## config.mk

```make
export PLATFORM = sky130hd
export DESIGN_NAME = fullPermutePipeline
export DESIGN_NICKNAME = d
export VERILOG_FILES = /design/src/rtl/mbfPkg.sv /design/src/rtl/subsetCounter.sv /design/src/rtl/laneAccumulator.sv /design/src/rtl/occupancyCounter.sv /design/src/rtl/outputQueue.sv /design/src/rtl/fullPermutePipeline.sv
export SDC_FILE = /design/constraint.sdc
export NUM_CORES = 2
export LEC_CHECK = 0
export BUFFER_PORTS_ARGS = -buffer_cell sky130_fd_sc_hd__buf_2
export CAP_MARGIN = 10
export CORE_MARGIN = 3
export CORE_UTILIZATION = 50
export CTS_BUF_LIST = sky130_fd_sc_hd__clkbuf_8
export CTS_CLUSTER_SIZE = 14
export DETAILED_ROUTE_END_ITERATION = 10
export PLACE_DENSITY = 0.77
export REMOVE_ABC_BUFFERS = 1
export SETUP_SLACK_MARGIN = 0.15
export SYNTH_ARGS = -nofsm -noshare
export SYNTH_HDL_FRONTEND = slang
export SYNTH_SLANG_ARGS = --single-unit
```

## constraint.sdc

```tcl
create_clock -name clock -period 14.2 [get_ports clock]
set_clock_uncertainty 0.15 [all_clocks]
set_input_delay 0 -clock clock [delete_from_list [all_inputs] [get_ports clock]]
set_output_delay 0 -clock clock [all_outputs]
set_load 0.05 [all_outputs]
```

## src/rtl/mbfPkg.sv

```systemverilog
`default_nettype none

package mbfPkg;

    localparam int unsigned mbfWidth   = 128;  // 7-variable MBF
    localparam int unsigned sumWidth   = 48;
    localparam int unsigned countWidth = 13;
    localparam int unsigned queueDepth = 8;
    localparam int unsigned pipeDepth  = 3;    // stage 1, stage 2, accumulator

    // one input beat with two bottoms side by side
    typedef struct packed {
        logic                startNewTop;  // lane A carries the new top
        logic [mbfWidth-1:0] botA;
        logic [mbfWidth-1:0] botB;
    } inBeat;

    typedef struct packed {
        logic                  eccStatus;    // reserved and kept zero
        logic [1:0]            spare;
        logic [countWidth-1:0] pcoeffCount;
        logic [sumWidth-1:0]   summedData;
    } botRecord;

    // occupancy of the pipeline for the top that just ended
    typedef struct packed {
        logic [31:0] activeCycles;
        logic [31:0] totalCycles;
    } topRecord;

    typedef union packed {
        botRecord bot;
        topRecord top;
    } resultWord;

    typedef struct packed {
        logic      isTop;  // selects the topRecord view of laneA
        resultWord laneA;
        resultWord laneB;
    } outBeat;

endpackage

`default_nettype wire

```

## src/rtl/subsetCounter.sv

```systemverilog
`default_nettype none

module subsetCounter (
    input  wire                              clock,
    input  wire                              rst,
    input  wire  [mbfPkg::mbfWidth-1:0]      top,
    input  wire  [mbfPkg::mbfWidth-1:0]      bot,
    input  wire                              advance,
    output logic                             contained,
    output logic [7:0]                       missing
);

    logic [mbfPkg::mbfWidth-1:0] lackWord;     // top bits the bottom does not have
    logic                        outside;      // bottom has a bit the top lacks
    logic                        stage1Valid;

    function automatic logic [7:0] popCount(input logic [mbfPkg::mbfWidth-1:0] word);
        logic [7:0] total;
        total = '0;
        for (int i = 0; i < mbfPkg::mbfWidth; i++) begin
            total = total + {7'd0, word[i]};
        end
        return total;
    endfunction

    // stage 1 compares against the current top
    always_ff @(posedge clock) begin
        if (advance) begin
            lackWord <= top & ~bot;
            outside  <= |(bot & ~top);
        end
    end

    always_ff @(posedge clock) begin
        if (!rst) begin
            stage1Valid <= 1'b0;
        end else begin
            stage1Valid <= advance;
        end
    end

    // stage 2 turns the stage 1 word into a flag and a bit count
    always_ff @(posedge clock) begin
        if (stage1Valid) begin
            contained <= !outside;
            missing   <= popCount(lackWord);  // at most 128 so it fits 8 bits
        end
    end

endmodule

`default_nettype wire

```

## src/rtl/laneAccumulator.sv

```systemverilog
`default_nettype none

module laneAccumulator (
    input  wire                     clock,
    input  wire                     rst,
    input  wire                     stageValid,
    input  wire                     isTop,
    input  wire                     contained,
    input  wire  [7:0]              missing,
    output mbfPkg::botRecord        record
);

    mbfPkg::botRecord                nextRecord;
    logic [mbfPkg::sumWidth-1:0]     missingWide;

    assign missingWide = {{(mbfPkg::sumWidth - 8){1'b0}}, missing};

    always_comb begin
        nextRecord = record;  // non-contained bottom keeps the totals
        if (isTop) begin
            nextRecord = '0;  // new top starts the totals over
        end else if (contained) begin
            nextRecord.pcoeffCount = record.pcoeffCount
                                   + {{(mbfPkg::countWidth - 1){1'b0}}, 1'b1};
            nextRecord.summedData  = record.summedData + missingWide;
        end
        nextRecord.eccStatus = 1'b0;
        nextRecord.spare     = 2'b00;
    end

    // the record register is the last pipeline stage
    always_ff @(posedge clock) begin
        if (!rst) begin
            record <= '0;
        end else if (stageValid) begin
            record <= nextRecord;
        end
    end

endmodule

`default_nettype wire

```

## src/rtl/occupancyCounter.sv

```systemverilog
`default_nettype none

module occupancyCounter (
    input  wire                     clock,
    input  wire                     rst,
    input  wire                     accepted,
    input  wire                     acceptedTop,
    output mbfPkg::topRecord        snapshot
);

    logic [31:0] activeCycles;  // accepted bottom beats since the last top
    logic [31:0] totalCycles;

    always_ff @(posedge clock) begin
        if (!rst) begin
            activeCycles <= '0;
            totalCycles  <= '0;
        end else if (acceptedTop) begin
            activeCycles <= '0;
            totalCycles  <= 32'd1;  // the top beat's own cycle
        end else begin
            totalCycles <= totalCycles + 32'd1;
            if (accepted) begin
                activeCycles <= activeCycles + 32'd1;
            end
        end
    end

    // counts as they stood just before the restart
    always_ff @(posedge clock) begin
        if (acceptedTop) begin
            snapshot.activeCycles <= activeCycles;
            snapshot.totalCycles  <= totalCycles;
        end
    end

endmodule

`default_nettype wire

```

## src/rtl/outputQueue.sv

```systemverilog
`default_nettype none

module outputQueue (
    input  wire                     clock,
    input  wire                     rst,
    input  wire                     writeValid,
    input  mbfPkg::outBeat          writeData,
    input  wire  [1:0]              inFlight,
    input  wire                     outReady,
    output logic                    outValid,
    output mbfPkg::outBeat          outData,
    output logic                    inReady
);

    mbfPkg::outBeat                             mem [mbfPkg::queueDepth];
    logic [$clog2(mbfPkg::queueDepth)-1:0]      rdPtr;
    logic [$clog2(mbfPkg::queueDepth)-1:0]      wrPtr;
    logic [$clog2(mbfPkg::queueDepth):0]        count;
    logic [$clog2(mbfPkg::queueDepth)+1:0]      credit;       // queued plus in flight
    logic [$clog2(mbfPkg::queueDepth)+1:0]      creditLimit;
    logic                                       pop;

    assign outValid = (count != '0);
    assign outData  = mem[rdPtr];
    assign pop      = outValid && outReady;

    // every item in the pipeline already holds a slot
    assign credit      = {1'b0, count} + {{($clog2(mbfPkg::queueDepth)){1'b0}}, inFlight};
    assign creditLimit = mbfPkg::queueDepth[$clog2(mbfPkg::queueDepth)+1:0];
    assign inReady     = (credit < creditLimit);

    always_ff @(posedge clock) begin
        if (writeValid) begin
            mem[wrPtr] <= writeData;
        end
    end

    always_ff @(posedge clock) begin
        if (!rst) begin
            rdPtr <= '0;
            wrPtr <= '0;
            count <= '0;
        end else begin
            if (writeValid) begin
                wrPtr <= wrPtr + 1'b1;  // power of two depth wraps by itself
            end
            if (pop) begin
                rdPtr <= rdPtr + 1'b1;
            end
            case ({writeValid, pop})
                2'b10:   count <= count + 1'b1;
                2'b01:   count <= count - 1'b1;
                default: count <= count;
            endcase
        end
    end

endmodule

`default_nettype wire

```

## src/rtl/fullPermutePipeline.sv

```systemverilog
`default_nettype none

module fullPermutePipeline (
    input  wire                     clock,
    input  wire                     rst,
    input  mbfPkg::inBeat           inData,
    input  wire                     inValid,
    output logic                    inReady,
    output mbfPkg::outBeat          outData,
    output logic                    outValid,
    input  wire                     outReady
);

    logic                               accepted;
    logic                               acceptedTop;
    logic [mbfPkg::mbfWidth-1:0]        topReg;
    logic [mbfPkg::pipeDepth-1:0]       stageValid;  // bit 0 is stage 1
    logic [mbfPkg::pipeDepth-1:0]       stageTop;
    logic [1:0]                         inFlight;
    logic                               containedA;
    logic                               containedB;
    logic [7:0]                         missingA;
    logic [7:0]                         missingB;
    mbfPkg::botRecord                   recordA;
    mbfPkg::botRecord                   recordB;
    mbfPkg::topRecord                   snapshot;
    mbfPkg::topRecord                   snapStage2;
    mbfPkg::topRecord                   snapStage3;
    mbfPkg::outBeat                     writeBeat;

    assign accepted    = inValid && inReady;
    assign acceptedTop = accepted && inData.startNewTop;

    // new top is visible to the bottom accepted right after it
    always_ff @(posedge clock) begin
        if (!rst) begin
            topReg <= '0;
        end else if (acceptedTop) begin
            topReg <= inData.botA;
        end
    end

    always_ff @(posedge clock) begin
        if (!rst) begin
            stageValid <= '0;
            stageTop   <= '0;
        end else begin
            stageValid <= {stageValid[mbfPkg::pipeDepth-2:0], accepted};
            stageTop   <= {stageTop[mbfPkg::pipeDepth-2:0], acceptedTop};
        end
    end

    // snapshot lands at stage 1 and walks to the last stage
    always_ff @(posedge clock) begin
        snapStage2 <= snapshot;
        snapStage3 <= snapStage2;
    end

    always_comb begin
        inFlight = '0;
        for (int i = 0; i < mbfPkg::pipeDepth; i++) begin
            inFlight = inFlight + {1'b0, stageValid[i]};
        end
    end

    subsetCounter laneACounter (.clock(clock), .rst(rst), .top(topReg), .bot(inData.botA),
        .advance(accepted), .contained(containedA), .missing(missingA));
    subsetCounter laneBCounter (.clock(clock), .rst(rst), .top(topReg), .bot(inData.botB),
        .advance(accepted), .contained(containedB), .missing(missingB));

    laneAccumulator laneAAccum (.clock(clock), .rst(rst), .stageValid(stageValid[1]),
        .isTop(stageTop[1]), .contained(containedA), .missing(missingA), .record(recordA));
    laneAccumulator laneBAccum (.clock(clock), .rst(rst), .stageValid(stageValid[1]),
        .isTop(stageTop[1]), .contained(containedB), .missing(missingB), .record(recordB));

    occupancyCounter occupancy (.clock(clock), .rst(rst), .accepted(accepted),
        .acceptedTop(acceptedTop), .snapshot(snapshot));

    always_comb begin
        writeBeat.isTop = stageTop[mbfPkg::pipeDepth-1];
        if (writeBeat.isTop) begin
            writeBeat.laneA.top = snapStage3;
            writeBeat.laneB     = '0;
        end else begin
            writeBeat.laneA.bot = recordA;
            writeBeat.laneB.bot = recordB;
        end
    end

    outputQueue queue (.clock(clock), .rst(rst), .writeValid(stageValid[mbfPkg::pipeDepth-1]),
        .writeData(writeBeat), .inFlight(inFlight), .outReady(outReady),
        .outValid(outValid), .outData(outData), .inReady(inReady));

endmodule

`default_nettype wire

```

After elaboration in Yosys (flattened, before gate mapping) --
Memory sizes are Yosys's and may differ from the RTL's. A register that Yosys moved wholly into a read port is not among the register bits. Index checks and enable logic that the tools add are counted.
Storage, ports and cells: bits in registers 799, memory bits (writable) 1032, input bits 261, memories 1
Operators by class: add/sub/neg operators 267, reductions and logical operators 14, $lt $le $gt $ge 1, equality and inequality tests 2, bitwise operators 8, multiplexer cells 11
Memories:
- queue.mem | depth 8, width 129, read ports 1, clocked after memory_dff 1, write ports 1, line outputQueue.sv:15 | mbfPkg::outBeat mem [mbfPkg::queueDepth];
Operator list (count):
- $add A8 B1 Y8 | 252
- $and A128 B128 Y128 | 4
- $not A128 Y128 | 3
- $reduce_or A128 Y1 | 2
- $mux W61 | 4
- $mux W128 | 1
- $add A48 B8 Y48 | 2
- $add A32 B1 Y32 const B | 2
- $add A13 B1 Y13 const B | 2
- $pmux W4 S2 | 1
- $add A1 B1 Y2 | 3
- $add A3 B1 Y3 const B | 2
- $mux W3 | 2
- $reduce_bool A2 Y1 | 3
- $add A4 B2 Y5 | 1
- $lt A5 B4 Y1 const B | 1
- $add A4 B1 Y4 const B | 1
- $reduce_and A2 Y1 | 2
- $reduce_bool A4 Y1 | 1
- $sub A4 B1 Y4 const B | 1
- $logic_and A1 B1 Y1 | 3
- $mux W1 | 3
- $add A2 B1 Y2 | 1
- $eq A2 B1 Y1 const B | 1
- 4 further kinds | 5

Logic depth before layout (Yosys ltp) --
word-level depth 127, depth in mapped cells 25

Hierarchy --
A second synthesis with hierarchy kept.
Second synthesis, totals: cell total of the unflattened synthesis 5200, area, all modules 79253.5 µm²
Modules (own cells, without submodules):
- outputQueue | instances 1, seq. area each 31250.0 µm², area an instance 39834.5 µm², cells each 1566
- subsetCounter | instances 2, seq. area each 4164.0 µm², area an instance 9381.5 µm², cells each 790
- fullPermutePipeline | instances 1, seq. area each 5245.0 µm², area an instance 9037.4 µm², cells each 841
- occupancyCounter | instances 1, seq. area each 3203.1 µm², area an instance 4972.3 µm², cells each 414
- laneAccumulator (laneBAccum) | instances 1, seq. area each 1221.2 µm², area an instance 3363.2 µm², cells each 408
- laneAccumulator (laneAAccum) | instances 1, seq. area each 1221.2 µm², area an instance 3283.1 µm², cells each 391

Worst setup path after synthesis --
OpenSTA, ideal clock, no wires.
path kind register to register, start register stageValid[0] in the netlist's numbering, end register, netlist name occupancy.snapshot[0], arrival 9.664 ns, period minus slack after synthesis 10.210 ns, path buffers 2, cell stages (with the launch flop) 9, data required time 13.654 ns, setup slack 3.990 ns, cells stage by stage dfxtp_1 > fa_1 > ha_1 > and4_1 > buf_2 > nor3_4 > nand2_1 > inv_2 > buf_2
On the way: word-level cells in the longest chain between the ends 6
Ends and longest elaborated chain:
- start: declaration | line fullPermutePipeline.sv:17 | logic [mbfPkg::pipeDepth-1:0] stageValid;
- start signal: assignment | line fullPermutePipeline.sv:48 | stageValid <= {stageValid[mbfPkg::pipeDepth-2:0], accepted};
- $add A1 B1 Y2 | line fullPermutePipeline.sv:62 | inFlight = inFlight + {1'b0, stageValid[i]};
- $add A2 B1 Y2 | line fullPermutePipeline.sv:62
- $add A4 B2 Y5 | line outputQueue.sv:28 | assign credit = {1'b0, count} + {{($clog2(mbfPkg::queueDepth)){1'b0}}, inFlight};
- $lt A5 B4 Y1 | line outputQueue.sv:30 | assign inReady = (credit < creditLimit);
- $logic_and A1 B1 Y1 | line fullPermutePipeline.sv:31 | assign accepted = inValid && inReady;
- net accepted | line fullPermutePipeline.sv:14 | logic accepted;
- $logic_and A1 B1 Y1 | line fullPermutePipeline.sv:32 | assign acceptedTop = accepted && inData.startNewTop;
- net acceptedTop | line fullPermutePipeline.sv:15 | logic acceptedTop;
The timed path passes the listed nets, and every way through them passes these cells. A chain may end at the register's enable or synchronous reset.

Worst setup path after layout --
start register laneBCounter.lackWord[120] in the netlist's numbering, end register laneBCounter.missing[6], data pin
On the way: word-level cells in the longest chain between the ends 8
Ends and longest elaborated chain:
- start: declaration | line subsetCounter.sv:13 | logic [mbfPkg::mbfWidth-1:0] lackWord;
- start signal: assignment | line subsetCounter.sv:29 | lackWord <= top & ~bot;
- $add A8 B1 Y8 (8 in series) | line subsetCounter.sv:21 | total = total + {7'd0, word[i]};
- end signal: assignment | line subsetCounter.sv:46 | missing <= popCount(lackWord);
- end: declaration | line subsetCounter.sv:10 | output logic [7:0] missing
Every way passes these cells.

==> qor.yml <==
placement:
  io_buffers: 388
  gp_congestion: 1.021
  dp_hpwl_um: 133900
detailed_routing:
  wl_met1_um: 77560
  vias: 48900
  routedWlPerCell_um: 25.06
  drt_iter0_markers: 5131
  via_per_inst: 5.701
  routed_wl_um: 215000
  met3_wirelength_um: 20610
  drc_errors: 0
  drt_pre_antenna_iters: 8
  drtAntennaViolNets: 0
  top_layer: "met5"
  route.met2.wl_um: 101300
layout:
  final_common_cell: "edfxtp_1"
  layout.nets: 6881
  area.growth.synth_to_final_pct: 21.60
  layout_common_cells: "1348 x edfxtp_1, 642 x dlygate4sd3_1, 633 x inv_1"
  drive_above_1_share_pct: 19.78
synthesis:
  synthCells: 5109
  ys_warn_count: 0
  ys.flop_type: "edfxtp_1"
  synth_area_per_cell_um2: 14.97
  synth_enable_flop_cells: 1348
  syn-cell-area_um2: 76480
  ys_types: 72
  ys_seq_area_share_pct: 65.00
  synth-async-reset-ratio_pct: 0
  ys_ff_latch: 1809
pwr:
  powerDensity_nw_per_um2: 270.4
  max-vdd-ir-drop_v: 0.001446
  leakage_nw: 34.48
  total_power_w: 0.02515
floorplanning:
  core-area_um2: 150800
  dieHeight_um: 397.1
  ios: 392
  initial_core_util_pct: 50.70
  dieArea_um2: 157700
  core.rowCount: 142
  fp.dieW_um: 397.1
sta:
  hold_ws_ps: 103.7
  timing.fmax_mhz: 126.1
  period_needed_ps: 7932
  slew_violations: 0
  finalCritPeriodShare_pct: 55.86
  setup_viol: 0
  slew_headroom_pct: 3.527
  tightest_slew_ps: 1447
  rsz0062_at_grt: "no"
  hold_violations: 0
status:
  status: "finished, final reports clean"
critical_path:
  crit_path_max_fanout: 3
  cp_cell_sequence: "fa_1, inv_1, fa_1, inv_1, fa_1, fa_1, inv_1, fa_1, fa_1, inv_1, fa_1, inv_1, fa_1, fa_1, fa_1, fa_1, fa_1, nor2b_1, o21ai_0, a21boi_0, or4b_2, nand3_1"
  end_kind: "register"
  max_stage_delay_ps: 580
  reg2reg_from: "laneBCounter.lackWord[120]"
  reg2reg_depth: 22
  cp.arrival_ps: 8480
  crit_required_ps: 14750
  path_buf_inv: 5
  path_common_cell: "fa_1"
  crit_family: "adder cells"
  crit_type: "reg -> reg"
  crit_slowest_cell: "fa_1"
  critPathLaunchType: "register"
  r2r_end: "laneBCounter.missing[6]"
  r2r_setup_slack_ps: 6270
cts:
  clock_latency_ps: 1020
  clkTransAtPathRegs_ps: 60
  cts_max_path_buffers: 4
  cts_buffers: 308
  cts-root-buf: "clkbuf_8"
  postCtsSetupBuffers: 0
  htree_levels: 5
  clkSinkCount: 1809
  cts_tree: "yes"
min_path:
  hold_end: "snapStage2[1]"
  holdPathStages: 0
  min-delay-start: "occupancy.snapshot[1]"
  hold_class: "reg -> reg"
global_routing:
  antenna_found_initial: 27
  grt_pass1_vias: 49970
  grt_pass1_wl_um: 317900
  grt_use_total_pct: 27.30
  overflow: 0
  grt_start_max_net_pins: 182
run:
  drv_cap: 0
layer usage:
metal / vias up / global-route usage (%)
li1: 20950 / -
met3: 766 / 6.758
met1: 24190 / 33.72
met5: - / 0
met4: 8 / 16.83
met2: 2988 / 43.48
cells by family (layout without fill, tap and decap cells):
logic type	after synthesis	count (layout)	synth area share, %
AO/OA/AOI/OAI	479	479	3.977
XOR/XNOR	96	96	1.099
adder cells (fa/ha/maj)	312	312	7.401
buffers and inverters	702	2132	3.545
flip-flops	1809	1809	65.00
multiplexers	461	461	10.45
other	1	24	0.004903
AND/OR/NAND/NOR	1249	1249	8.521
flip-flops by register name (all words and copies together) (netlist names), 4 cells and up, named ones only:
name                    cells
laneBCounter.missing        8
queue.mem                1008
topReg                    128
laneBAccum.record          61
occupancy.totalCycles      32
snapStage3                 64
laneAAccum.record          61
laneACounter.lackWord     128
occupancy.snapshot         64
laneBCounter.lackWord     128
snapStage2                 64
occupancy.activeCycles     32
laneACounter.missing        8
queue.count                 4
stage by stage:
stage / cell area (µm²) / cells / util (%) / setup WS (ps) / TNS, ps
finish: 93000 / 8578 / 61.65 / 6268 / 0
global route: 92960 / 8562 / 61.63 / 5969 / 0
CTS: 92950 / 8557 / 61.62 / 6254 / 0
detailed placement: 80700 / 7372 / 53.50 / 6243 / 0
global placement: 80700 / 7372 / 53.50 / 6410 / 0
floorplan: 75730 / 4931 / - / -1322 / -245680
worst max path at each step:
stage,start,to,slack (ps),cells past startpoint
after global placement,laneBCounter.lackWord[120],laneBCounter.missing[6],6410,22
after CTS,laneBCounter.lackWord[120],laneBCounter.missing[6],6250,22
after global routing,laneBCounter.lackWord[110],laneBCounter.missing[6],5970,22
after floorplan,stageValid[0],occupancy.snapshot[0],-1320,6
after detailed placement,laneBCounter.lackWord[120],laneBCounter.missing[6],6240,22
final,laneBCounter.lackWord[120],laneBCounter.missing[6],6270,22
Yosys cell counts (10+ instances only):
cell,instances,area share [%]
mux4_2,252,7.4
nor2_1,184,0.90
or3_1,26,0.21
a2111o_1,14,0.21
edfxtp_1,1348,53
fa_1,234,6.1
o2111ai_1,22,0.25
or4_1,36,0.35
nand2b_1,71,0.58
and4_1,16,0.18
o22ai_1,55,0.45
a211oi_1,10,0.098
mux2i_1,27,0.35
and3_1,22,0.18
a21oi_1,210,1.4
a2111oi_0,17,0.19
o211ai_1,17,0.17
nand4_1,52,0.43
o21ai_0,48,0.31
xnor2_1,27,0.31
nor4_1,13,0.11
o31ai_1,23,0.23
ha_1,78,1.3
buf_2,52,0.34
mux2_2,182,2.7
buf_1,17,0.083
nand3_1,72,0.47
inv_1,520,2.6
nand2_1,374,1.8
and2_1,18,0.15
dfxtp_1,461,12
nor3_1,19,0.12
nor2b_1,322,2.6
a21o_1,10,0.098
clkbuf_1,108,0.53
xor2_1,69,0.79
a22oi_1,15,0.15
power breakdown:
group | leakage (nW) | total (W) | switching (W) | internal (W)
logic | 14.8 | 0.0140 | 0.00762 | 0.00634
registers | 16.3 | 0.00676 | 0.000130 | 0.00663
clock network | 3.41 | 0.00442 | 0.00203 | 0.00239
cell type report:
type	count	area, µm²
inverter	522	1969
sequential	1809	49720
clock buffer	349	4803
antenna	21	52.55
timing repair buffer	1067	8758
tap	2016	2522
multi-input combinational	2600	24150
fill	10600	57840
clock inverter	194	1017
what timing repair did:
action                                 in CTS  in global routing
resized for setup                           0                  0
hold buffers                              642                  0
endpoints found under the hold margin     681                  0
Note: power is estimated with default switching activity, not from simulation.
